<file path="config.mk">
export PLATFORM = sky130hd
export DESIGN_NAME = u2_ctrl_top
export DESIGN_NICKNAME = d
export VERILOG_FILES = /design/src/verilog/ctrl_pkg.sv /design/src/verilog/bus_pkg.sv /design/src/verilog/u2_ctrl_top.sv /design/src/verilog/status_readback.sv /design/src/verilog/simple_pic.sv /design/src/verilog/ctrl_regs.sv /design/src/verilog/setting_reg.sv /design/src/verilog/settings_bus.sv /design/src/verilog/wb_slave_decode.sv
export SDC_FILE = /design/constraint.sdc
export NUM_CORES = 1
export LEC_CHECK = 0
export BUFFER_PORTS_ARGS = -buffer_cell sky130_fd_sc_hd__buf_2
export CORE_MARGIN = 4
export CORE_UTILIZATION = 56
export DETAILED_ROUTE_END_ITERATION = 7
export GPL_TIMING_DRIVEN = 0
export PLACE_DENSITY = 0.84
export SLEW_MARGIN = 20
export SYNTH_ARGS = -nofsm -noshare
export SYNTH_HDL_FRONTEND = slang
export SYNTH_SLANG_ARGS = --single-unit
export TNS_END_PERCENT = 5
</file>
<file path="constraint.sdc">
create_clock -name dsp_clk -period 3.4 [get_ports dsp_clk]
set_input_delay 0.68 -clock dsp_clk [delete_from_list [all_inputs] [get_ports dsp_clk]]
set_output_delay 0.68 -clock dsp_clk [all_outputs]
set_load 0.05 [all_outputs]
</file>
<file path="src/verilog/ctrl_pkg.sv">
// Setting addresses, setting payloads, interrupt positions and status words
// Imported by the settings path, the interrupt controller and status readback

package ctrl_pkg;

   // Settings bus
   localparam int SET_AW = 8;
   localparam int SET_DW = 32;

   localparam logic [SET_AW-1:0] SR_CLK     = 8'd0;
   localparam logic [SET_AW-1:0] SR_SER     = 8'd1;
   localparam logic [SET_AW-1:0] SR_ADC     = 8'd2;
   localparam logic [SET_AW-1:0] SR_LED     = 8'd3;
   localparam logic [SET_AW-1:0] SR_PHY     = 8'd4;
   localparam logic [SET_AW-1:0] SR_LED_SRC = 8'd8;

   // Setting payloads, MSB first
   typedef struct packed {
      logic       clock_ready;
      logic [1:0] clk_en;
      logic [1:0] clk_sel;
   } clk_ctrl_t;

   typedef struct packed {
      logic enable;
      logic prbsen;
      logic loopen;
      logic rx_en;
   } ser_ctrl_t;

   typedef struct packed {
      logic oe_a;
      logic on_a;
      logic oe_b;
      logic on_b;
   } adc_ctrl_t;

   typedef logic [7:0] led_t;

   // Interrupt sources
   localparam int N_IRQ          = 16;
   localparam int IRQ_LINK_UP    = 10;
   localparam int IRQ_CLK_STATUS = 11;

   // Interrupt controller word indices
   localparam logic [1:0] PIC_MASK = 2'd0;
   localparam logic [1:0] PIC_EDGE = 2'd1;
   localparam logic [1:0] PIC_PEND = 2'd2;
   localparam logic [1:0] PIC_RAW  = 2'd3;

   // Status readback word indices
   localparam logic [1:0] ST_ID     = 2'd0;
   localparam logic [1:0] ST_INPUTS = 2'd1;
   localparam logic [1:0] ST_UPTIME = 2'd2;

endpackage

</file>
<file path="src/verilog/bus_pkg.sv">
// Wishbone widths and slave address map of the control bus
// Imported by the decoder, the slaves and the top level

package bus_pkg;

   // Bus widths
   localparam int WB_DW = 32;
   localparam int WB_AW = 16;
   localparam int WB_SW = 4;

   // Slave number sits in the top address bits
   localparam int SLV_AW = 4;

   localparam logic [SLV_AW-1:0] SLV_STATUS   = 4'h5;
   localparam logic [SLV_AW-1:0] SLV_SETTINGS = 4'h7;
   localparam logic [SLV_AW-1:0] SLV_PIC      = 4'h8;

   // One-hot slave select
   typedef logic [2:0] slv_sel_t;

   localparam int SEL_STATUS   = 0;
   localparam int SEL_SETTINGS = 1;
   localparam int SEL_PIC      = 2;

endpackage
</file>
<file path="src/verilog/u2_ctrl_top.sv">
// Control plane of the motherboard core, one Wishbone slave port on dsp_clk
// Decoder in front of the settings, interrupt and status slaves

module u2_ctrl_top import bus_pkg::*, ctrl_pkg::*; (
   input  logic             dsp_clk,
   input  logic             rst_n_i,
   // Wishbone from the processor data bus
   input  logic             wb_cyc_i,
   input  logic             wb_stb_i,
   input  logic             wb_we_i,
   input  logic [WB_AW-1:0] wb_adr_i,
   input  logic [WB_SW-1:0] wb_sel_i,
   input  logic [WB_DW-1:0] wb_dat_i,
   output logic [WB_DW-1:0] wb_dat_o,
   output logic             wb_ack_o,
   output logic             wb_err_o,
   // Board inputs
   input  logic             sim_mode_i,
   input  logic [3:0]       clock_divider_i,
   input  logic             clk_status_i,
   input  logic             link_up_i,
   input  logic [N_IRQ-3:0] ext_irq_i,
   // Control outputs
   output clk_ctrl_t        clk_ctrl_o,
   output ser_ctrl_t        ser_ctrl_o,
   output adc_ctrl_t        adc_ctrl_o,
   output logic             phy_reset_n_o,
   output led_t             leds_o,
   output logic             int_o
);

   slv_sel_t          slv_cyc;
   logic [WB_DW-1:0]  status_dat;
   logic              status_ack;
   logic [WB_DW-1:0]  pic_dat;
   logic              pic_ack;
   logic              settings_ack;
   logic              set_stb;
   logic [SET_AW-1:0] set_addr;
   logic [SET_DW-1:0] set_data;
   logic [N_IRQ-1:0]  irq_vec;

   // Named sources sit at their slots and external lines fill the rest in order
   always_comb begin
      int unsigned k;
      k = 0;
      irq_vec = '0;
      for (int i = 0; i < N_IRQ; i++) begin
         if (i == IRQ_LINK_UP) begin
            irq_vec[i] = link_up_i;
         end else if (i == IRQ_CLK_STATUS) begin
            irq_vec[i] = clk_status_i;
         end else begin
            irq_vec[i] = ext_irq_i[k];
            k++;
         end
      end
   end

   //////////////////////////////////////////////////
   // Decoder and slaves

   wb_slave_decode i_wb_slave_decode (
      .dsp_clk(dsp_clk), .rst_n_i(rst_n_i), .cyc_i(wb_cyc_i), .stb_i(wb_stb_i),
      .adr_i(wb_adr_i), .status_dat_i(status_dat), .status_ack_i(status_ack),
      .settings_ack_i(settings_ack), .pic_dat_i(pic_dat), .pic_ack_i(pic_ack),
      .slv_cyc_o(slv_cyc), .dat_o(wb_dat_o), .ack_o(wb_ack_o), .err_o(wb_err_o));

   settings_bus i_settings_bus (
      .dsp_clk(dsp_clk), .rst_n_i(rst_n_i), .cyc_i(slv_cyc[SEL_SETTINGS]),
      .stb_i(wb_stb_i), .we_i(wb_we_i), .adr_i(wb_adr_i), .dat_i(wb_dat_i),
      .ack_o(settings_ack), .set_stb_o(set_stb), .set_addr_o(set_addr),
      .set_data_o(set_data));

   ctrl_regs i_ctrl_regs (
      .dsp_clk(dsp_clk), .rst_n_i(rst_n_i), .set_stb_i(set_stb), .set_addr_i(set_addr),
      .set_data_i(set_data), .clk_status_i(clk_status_i), .link_up_i(link_up_i),
      .clk_ctrl_o(clk_ctrl_o), .ser_ctrl_o(ser_ctrl_o), .adc_ctrl_o(adc_ctrl_o),
      .phy_reset_n_o(phy_reset_n_o), .leds_o(leds_o));

   simple_pic i_simple_pic (
      .dsp_clk(dsp_clk), .rst_n_i(rst_n_i), .cyc_i(slv_cyc[SEL_PIC]), .stb_i(wb_stb_i),
      .we_i(wb_we_i), .adr_i(wb_adr_i[3:2]), .dat_i(wb_dat_i), .irq_i(irq_vec),
      .dat_o(pic_dat), .ack_o(pic_ack), .int_o(int_o));

   status_readback i_status_readback (
      .dsp_clk(dsp_clk), .rst_n_i(rst_n_i), .cyc_i(slv_cyc[SEL_STATUS]), .stb_i(wb_stb_i),
      .adr_i(wb_adr_i[3:2]), .sim_mode_i(sim_mode_i), .clock_divider_i(clock_divider_i),
      .clk_status_i(clk_status_i), .link_up_i(link_up_i), .dat_o(status_dat),
      .ack_o(status_ack));

   // Slaves only take full-word writes
   a_full_word_write: assert property (@(posedge dsp_clk) disable iff (!rst_n_i)
      (wb_cyc_i && wb_stb_i && wb_we_i) |-> (wb_sel_i == {WB_SW{1'b1}}));

endmodule

</file>
<file path="src/verilog/status_readback.sv">
// Read-only status slave: board identity, live inputs and uptime
// Uptime counts dsp_clk cycles since reset and wraps

module status_readback import bus_pkg::*, ctrl_pkg::*; (
   input  logic             dsp_clk,
   input  logic             rst_n_i,
   input  logic             cyc_i,
   input  logic             stb_i,
   input  logic [3:2]       adr_i,
   input  logic             sim_mode_i,
   input  logic [3:0]       clock_divider_i,
   input  logic             clk_status_i,
   input  logic             link_up_i,
   output logic [WB_DW-1:0] dat_o,
   output logic             ack_o
);

   logic             access;
   logic [WB_DW-1:0] uptime_q;

   assign access = cyc_i & stb_i & ~ack_o;

   always_ff @(posedge dsp_clk or negedge rst_n_i) begin
      if (!rst_n_i) begin
         ack_o    <= 1'b0;
         uptime_q <= '0;
      end else begin
         ack_o    <= access;
         uptime_q <= uptime_q + 1'b1;
      end
   end

   always_ff @(posedge dsp_clk) begin
      if (access) begin
         case (adr_i)
            ST_ID:     dat_o <= {sim_mode_i, {(WB_DW-5){1'b0}}, clock_divider_i};
            ST_INPUTS: dat_o <= {{(WB_DW-2){1'b0}}, clk_status_i, link_up_i};
            ST_UPTIME: dat_o <= uptime_q;
            default:   dat_o <= '0;
         endcase
      end
   end

endmodule

</file>
<file path="src/verilog/simple_pic.sv">
// Interrupt controller, 16 sources, with mask, edge select and pending words
// Level sources follow the input; edge sources latch until written with 1

module simple_pic import bus_pkg::*, ctrl_pkg::*; (
   input  logic             dsp_clk,
   input  logic             rst_n_i,
   input  logic             cyc_i,
   input  logic             stb_i,
   input  logic             we_i,
   input  logic [3:2]       adr_i,
   input  logic [WB_DW-1:0] dat_i,
   input  logic [N_IRQ-1:0] irq_i,
   output logic [WB_DW-1:0] dat_o,
   output logic             ack_o,
   output logic             int_o
);

   logic             access;
   logic             wr;
   logic [N_IRQ-1:0] mask_q;
   logic [N_IRQ-1:0] edge_q;
   logic [N_IRQ-1:0] pend_q;
   logic [N_IRQ-1:0] irq_q;
   logic [N_IRQ-1:0] irq_d;
   logic [N_IRQ-1:0] irq_rise;
   logic [N_IRQ-1:0] pend_clr;

   assign access = cyc_i & stb_i & ~ack_o;
   assign wr     = access & we_i;

   assign irq_rise = irq_q & ~irq_d;
   assign pend_clr = (wr && adr_i == PIC_PEND) ? dat_i[N_IRQ-1:0] : '0;

   //////////////////////////////////////////////////
   // Control and pending state

   always_ff @(posedge dsp_clk or negedge rst_n_i) begin
      if (!rst_n_i) begin
         ack_o  <= 1'b0;
         mask_q <= '0;
         edge_q <= '0;
         pend_q <= '0;
         irq_q  <= '0;
         irq_d  <= '0;
         int_o  <= 1'b0;
      end else begin
         ack_o <= access;
         irq_q <= irq_i;
         irq_d <= irq_q;
         if (wr && adr_i == PIC_MASK)
            mask_q <= dat_i[N_IRQ-1:0];
         if (wr && adr_i == PIC_EDGE)
            edge_q <= dat_i[N_IRQ-1:0];
         // A new edge wins over a clear in the same cycle
         pend_q <= (edge_q & ((pend_q & ~pend_clr) | irq_rise)) | (~edge_q & irq_q);
         int_o  <= |(pend_q & ~mask_q);
      end
   end

   // Readback
   always_ff @(posedge dsp_clk) begin
      if (access) begin
         case (adr_i)
            PIC_MASK: dat_o <= WB_DW'(mask_q);
            PIC_EDGE: dat_o <= WB_DW'(edge_q);
            PIC_PEND: dat_o <= WB_DW'(pend_q);
            default:  dat_o <= WB_DW'(irq_q);
         endcase
      end
   end

   // Fully masked means no interrupt on the next cycle
   a_mask_blocks_int: assert property (@(posedge dsp_clk) disable iff (!rst_n_i)
      (mask_q == '1) |=> !int_o);

endmodule

</file>
<file path="src/verilog/ctrl_regs.sv">
// Board control setting registers and the LED merge they steer
// Fed from the settings bus; outputs go straight to pins

module ctrl_regs import ctrl_pkg::*; (
   input  logic              dsp_clk,
   input  logic              rst_n_i,
   input  logic              set_stb_i,
   input  logic [SET_AW-1:0] set_addr_i,
   input  logic [SET_DW-1:0] set_data_i,
   input  logic              clk_status_i,
   input  logic              link_up_i,
   output clk_ctrl_t         clk_ctrl_o,
   output ser_ctrl_t         ser_ctrl_o,
   output adc_ctrl_t         adc_ctrl_o,
   output logic              phy_reset_n_o,
   output led_t              leds_o
);

   logic phy_reset;
   led_t led_sw;
   led_t led_src;
   led_t led_hw;

   //////////////////////////////////////////////////
   // Setting registers

   setting_reg #(.MY_ADDR(SR_CLK), .payload_t(clk_ctrl_t)) i_sr_clk (
      .dsp_clk(dsp_clk), .rst_n_i(rst_n_i), .set_stb_i(set_stb_i),
      .set_addr_i(set_addr_i), .set_data_i(set_data_i), .out_o(clk_ctrl_o));

   setting_reg #(.MY_ADDR(SR_SER), .payload_t(ser_ctrl_t)) i_sr_ser (
      .dsp_clk(dsp_clk), .rst_n_i(rst_n_i), .set_stb_i(set_stb_i),
      .set_addr_i(set_addr_i), .set_data_i(set_data_i), .out_o(ser_ctrl_o));

   setting_reg #(.MY_ADDR(SR_ADC), .payload_t(adc_ctrl_t)) i_sr_adc (
      .dsp_clk(dsp_clk), .rst_n_i(rst_n_i), .set_stb_i(set_stb_i),
      .set_addr_i(set_addr_i), .set_data_i(set_data_i), .out_o(adc_ctrl_o));

   setting_reg #(.MY_ADDR(SR_PHY), .payload_t(logic)) i_sr_phy (
      .dsp_clk(dsp_clk), .rst_n_i(rst_n_i), .set_stb_i(set_stb_i),
      .set_addr_i(set_addr_i), .set_data_i(set_data_i), .out_o(phy_reset));

   setting_reg #(.MY_ADDR(SR_LED), .payload_t(led_t)) i_sr_led (
      .dsp_clk(dsp_clk), .rst_n_i(rst_n_i), .set_stb_i(set_stb_i),
      .set_addr_i(set_addr_i), .set_data_i(set_data_i), .out_o(led_sw));

   setting_reg #(.MY_ADDR(SR_LED_SRC), .payload_t(led_t)) i_sr_led_src (
      .dsp_clk(dsp_clk), .rst_n_i(rst_n_i), .set_stb_i(set_stb_i),
      .set_addr_i(set_addr_i), .set_data_i(set_data_i), .out_o(led_src));

   // Setting holds the reset request, the pin is active low
   assign phy_reset_n_o = ~phy_reset;

   //////////////////////////////////////////////////
   // LEDs

   // Hardware view: link at bit 0, clock status at bit 1
   assign led_hw = led_t'({clk_status_i, link_up_i});

   // Source bit set means hardware drives that LED
   assign leds_o = (led_src & led_hw) | (~led_src & led_sw);

endmodule

</file>
<file path="src/verilog/setting_reg.sv">
// One register on the settings bus, loaded when the strobe carries its address
// Payload type sets the width; only the low bits of the setting data are kept

module setting_reg import ctrl_pkg::*; #(
   parameter logic [SET_AW-1:0] MY_ADDR = '0,
   parameter type payload_t = logic
) (
   input  logic              dsp_clk,
   input  logic              rst_n_i,
   input  logic              set_stb_i,
   input  logic [SET_AW-1:0] set_addr_i,
   input  logic [SET_DW-1:0] set_data_i,
   output payload_t          out_o
);

   always_ff @(posedge dsp_clk or negedge rst_n_i) begin
      if (!rst_n_i) begin
         out_o <= '0;
      end else if (set_stb_i && (set_addr_i == MY_ADDR)) begin
         out_o <= payload_t'(set_data_i[$bits(payload_t)-1:0]);
      end
   end

endmodule

</file>
<file path="src/verilog/settings_bus.sv">
// Wishbone slave that turns bus writes into one-cycle setting strobes
// Setting address comes from byte address bits 9..2

module settings_bus import bus_pkg::*, ctrl_pkg::*; (
   input  logic              dsp_clk,
   input  logic              rst_n_i,
   input  logic              cyc_i,
   input  logic              stb_i,
   input  logic              we_i,
   input  logic [WB_AW-1:0]  adr_i,
   input  logic [WB_DW-1:0]  dat_i,
   output logic              ack_o,
   output logic              set_stb_o,
   output logic [SET_AW-1:0] set_addr_o,
   output logic [SET_DW-1:0] set_data_o
);

   logic access;

   // First cycle of a new access
   assign access = cyc_i & stb_i & ~ack_o;

   always_ff @(posedge dsp_clk or negedge rst_n_i) begin
      if (!rst_n_i) begin
         ack_o     <= 1'b0;
         set_stb_o <= 1'b0;
      end else begin
         ack_o     <= access;
         set_stb_o <= access & we_i;
      end
   end

   // Address and data only matter while the strobe is up
   always_ff @(posedge dsp_clk) begin
      if (access && we_i) begin
         set_addr_o <= adr_i[SET_AW+1:2];
         set_data_o <= dat_i;
      end
   end

   // Strobe comes with the ack and is a single pulse
   a_set_stb_pulse: assert property (@(posedge dsp_clk) disable iff (!rst_n_i)
      set_stb_o |-> ack_o ##1 !set_stb_o);

endmodule

</file>
<file path="src/verilog/wb_slave_decode.sv">
// Address decoder for the control bus
// Picks a slave from address bits 15..12, muxes its data and ack back, errs when unmapped

module wb_slave_decode import bus_pkg::*; (
   input  logic             dsp_clk,
   input  logic             rst_n_i,
   input  logic             cyc_i,
   input  logic             stb_i,
   input  logic [WB_AW-1:0] adr_i,
   input  logic [WB_DW-1:0] status_dat_i,
   input  logic             status_ack_i,
   input  logic             settings_ack_i,
   input  logic [WB_DW-1:0] pic_dat_i,
   input  logic             pic_ack_i,
   output slv_sel_t         slv_cyc_o,
   output logic [WB_DW-1:0] dat_o,
   output logic             ack_o,
   output logic             err_o
);

   slv_sel_t hit;
   slv_sel_t slv_ack;

   always_comb begin
      hit = '0;
      case (adr_i[WB_AW-1 -: SLV_AW])
         SLV_STATUS:   hit[SEL_STATUS]   = 1'b1;
         SLV_SETTINGS: hit[SEL_SETTINGS] = 1'b1;
         SLV_PIC:      hit[SEL_PIC]      = 1'b1;
         default:      hit = '0;
      endcase
   end

   // Cyc is gated per slave, stb is shared
   assign slv_cyc_o = hit & {$bits(slv_sel_t){cyc_i}};

   assign slv_ack[SEL_STATUS]   = status_ack_i;
   assign slv_ack[SEL_SETTINGS] = settings_ack_i;
   assign slv_ack[SEL_PIC]      = pic_ack_i;

   assign ack_o = |(slv_cyc_o & slv_ack);

   // Settings slave is write only and reads as zero
   always_comb begin
      dat_o = '0;
      if (hit[SEL_STATUS])
         dat_o = status_dat_i;
      if (hit[SEL_PIC])
         dat_o = pic_dat_i;
   end

   // Nobody answers an unmapped address, so err it here
   always_ff @(posedge dsp_clk or negedge rst_n_i) begin
      if (!rst_n_i) begin
         err_o <= 1'b0;
      end else begin
         err_o <= cyc_i & stb_i & (hit == '0) & ~err_o;
      end
   end

   a_sel_onehot: assert property (@(posedge dsp_clk) disable iff (!rst_n_i)
      $onehot0(slv_cyc_o));

endmodule

</file>
==> metrics.txt <==
Yosys cell types=37; worst path arrival time=2400 ps; Layout area overhead=18.5%; first-pass GRT wire length=30600 µm; RR Endpoint=i_simple_pic.edge_q[6]; number of global-route vias before repair=5628; post-route ant nets=0; grt ovf=0; CTS tree=yes; maximum clock path buffer count=3; Final Max Slew Viols=0; dominant synthesized flop cell=dfrtp_1; WL final=19000 µm; CP required=2720 ps; register area=0.00563 mm²; clock slew at reported path FFs=60 ps; clk sinks=212; Power, Total=0.00530 W; Nets=794; Post-Syn Area=0.00852 mm²; Synthesis Warnings=0; r2r setup slk=540 ps; gr usage total=21.9%; Die Wd=131 µm; grt peak-use layer=met2; Synth Instances=580; met3 usage=3.48%; Site Rows=44; Fillers=995; Setup CP Type=in2out; worst vdd ir=353 µV; area of the multi-input gates=0.00275 mm²; chip height=131 µm; max_slew headroom=41.1%; Synth Register Bits=212; root buffer cell=clkbuf_16; Routed wire per std cell=20.8 µm; largest net degree at the start of global routing=81; post-synthesis async set-or-reset flop share=69.8%; worst flop-to-flop path startpoint=i_simple_pic.ack_o; GR Util met2=36.6%; DRC viols=0; met1 global-route usage=30.1%; die footprint=0.0172 mm²; worst skew pair latency=490 ps; I/O Buffers=110; drt pass-1 iters=5; # hold bufs at CTS=0; max-cap violations=0; initial antenna violation count=1; Power Dens Cells=525 mW/mm²; Via Count=5362; initial core utilization=57.9%; sequential-to-total area share from yosys stat=66.1%; period utilization=90.7%; share of post-route cells with drive strength above 1=32.5%; RePlAce Congestion=0.840; number of CTS-inserted buffers=21; Hold Path Class=in2async; Avg Inst Size Synth=14.7 µm²; Total Neg Setup Slack=0 ps; Worst Setup Start Kind=input port; Starting DRT DRC Count=440; htree depth=1; Std-Cell Core Area=0.0147 mm²; syn_nets=659; Leakage=4.59 nW; Slew @ Worst Pin=884 ps; Worst Setup Slack post-DPL=-281 ps; Final setup viols=0; crit path time final=3080 ps; # IOs=135; Max Fclk=0.324 GHz; CP Max Fanout=10; endpoint class of the critical path=output pin; R2R depth=5; EDFF count, synth=64; final hold vios=0; post-DP HPWL=12900 µm; Vias per Instance=5.87; Setup Skew=18.7 ps; outcome=completed; unrepaired setup endpoints after global routing=no; final worst slack=317 ps
## per-stage QoR
step	instance area [µm²]	cells	util, %	hold slack [ps]
floorplan	8520	580	-	369
global placement	9300	874	63.3	380
detailed placement	9380	877	63.8	388
CTS	10100	914	68.6	151
global route	10100	914	68.6	171
finish	10100	914	68.6	132
## state kept, by name, indices dropped and copies added (netlist names), 4 cells and up
signal / cells
i_ctrl_regs.i_sr_led_src.out_o: 8
i_simple_pic.edge_q: 16
i_simple_pic.irq_q: 16
i_settings_bus.set_addr_o: 8
i_simple_pic.irq_d: 16
i_simple_pic.dat_o: 16
i_ctrl_regs.i_sr_led.out_o: 8
i_status_readback.dat_o: 32
i_simple_pic.mask_q: 16
i_ctrl_regs.i_sr_ser.out_o: 4
i_settings_bus.set_data_o: 8
i_ctrl_regs.i_sr_clk.out_o: 5
i_ctrl_regs.i_sr_adc.out_o: 4
i_status_readback.uptime_q: 32
i_simple_pic.pend_q: 16
## cells in the final DEF, fill, tap and decap left out, types with 6 or more instances in the layout
cell type  count
inv_1         19
clkbuf_1      14
mux2_2        64
a32o_1        16
xnor2_1       25
clkbuf_16     23
mux2i_1        6
edfxtp_1      64
nand3_1       18
nand4_1       11
nor2b_1        9
and2_1        47
dfrtp_1      148
buf_2        112
mux4_2        16
nor2_1        10
nand2_1       45
a22o_1        16
## power by group
group / switching [W] / internal, W
registers: 0.0000409 / 0.00268
clock network: 0.000944 / 0.00140
logic: 0.000137 / 0.0000980
## worst max-delay path, cell delays in order
cell and delay [ps]:
buf_2 100, nand3b_1 200, nor2_1 370, clkbuf_1 470, a22o_1 290, buf_2 280
## metal layers
layer | vias up | share of wire [%]
li1 | 2379 | -
met1 | 2717 | 41
met2 | 215 | 49
met3 | 51 | 6.8
met4 | 0 | 3.2
met5 | - | 0
## kinds of logic after synthesis
| group | count (synthesis) | synth area share [%] |
|---|---|---|
| compound gates | 43 | 4.41 |
| buf+inv | 39 | 1.76 |
| fa+ha+maj | 1 | 0.147 |
| flops | 212 | 66.1 |
| mux | 86 | 13.4 |
| simple gates | 169 | 11.1 |
| xor+xnor | 30 | 3.09 |
## worst max-delay path by stage
stage / start / to / slack [ps] / cells after the start
after floorplan: wb_adr_i[12] / i_simple_pic.mask_q[10] / 630 / 6
after global placement: rst_n_i / i_wb_slave_decode.err_o / -280 / 1
after detailed placement: wb_adr_i[13] / i_simple_pic.mask_q[6] / -280 / 7
after CTS: wb_adr_i[13] / wb_dat_o[8] / 110 / 6
after global routing: wb_adr_i[13] / i_simple_pic.edge_q[6] / 140 / 6
final: wb_adr_i[15] / wb_dat_o[6] / 320 / 6
## layout make-up
class | instances | share of cell area [%]
flip-flops and latches | 212 | 55.8
multi-input cells | 329 | 27.3
repair buffers | 113 | 6.13
clock buffers | 24 | 5.84
well taps | 184 | 2.28
clock inverters | 13 | 1.23
plain buffers | 19 | 0.757
inverters | 19 | 0.707
diodes | 1 | 0.0248
## cells in the mapped netlist, types with 5 or more instances
cell type | count | area share (%)
a22o_1 | 16 | 1.6
mux2i_1 | 6 | 0.71
nand3_1 | 18 | 1.1
edfxtp_1 | 64 | 23
and2_1 | 47 | 3.5
xnor2_1 | 25 | 2.6
mux2_2 | 64 | 8.5
nand2_1 | 45 | 2.0
a32o_1 | 16 | 1.9
nor2_1 | 10 | 0.44
mux4_2 | 16 | 4.2
nand4_1 | 11 | 0.81
dfrtp_1 | 148 | 43
and3_1 | 5 | 0.37
clkbuf_1 | 15 | 0.66
xor2_1 | 5 | 0.51
inv_1 | 19 | 0.84
nor2b_1 | 9 | 0.66
## repair_timing
item	CTS	global route
setup buffers	0	0
hold endpoints to repair	0	0
setup endpoints to repair	0	29
resized for setup	0	1
No activity file was read; power rests on OpenSTA's default activity.
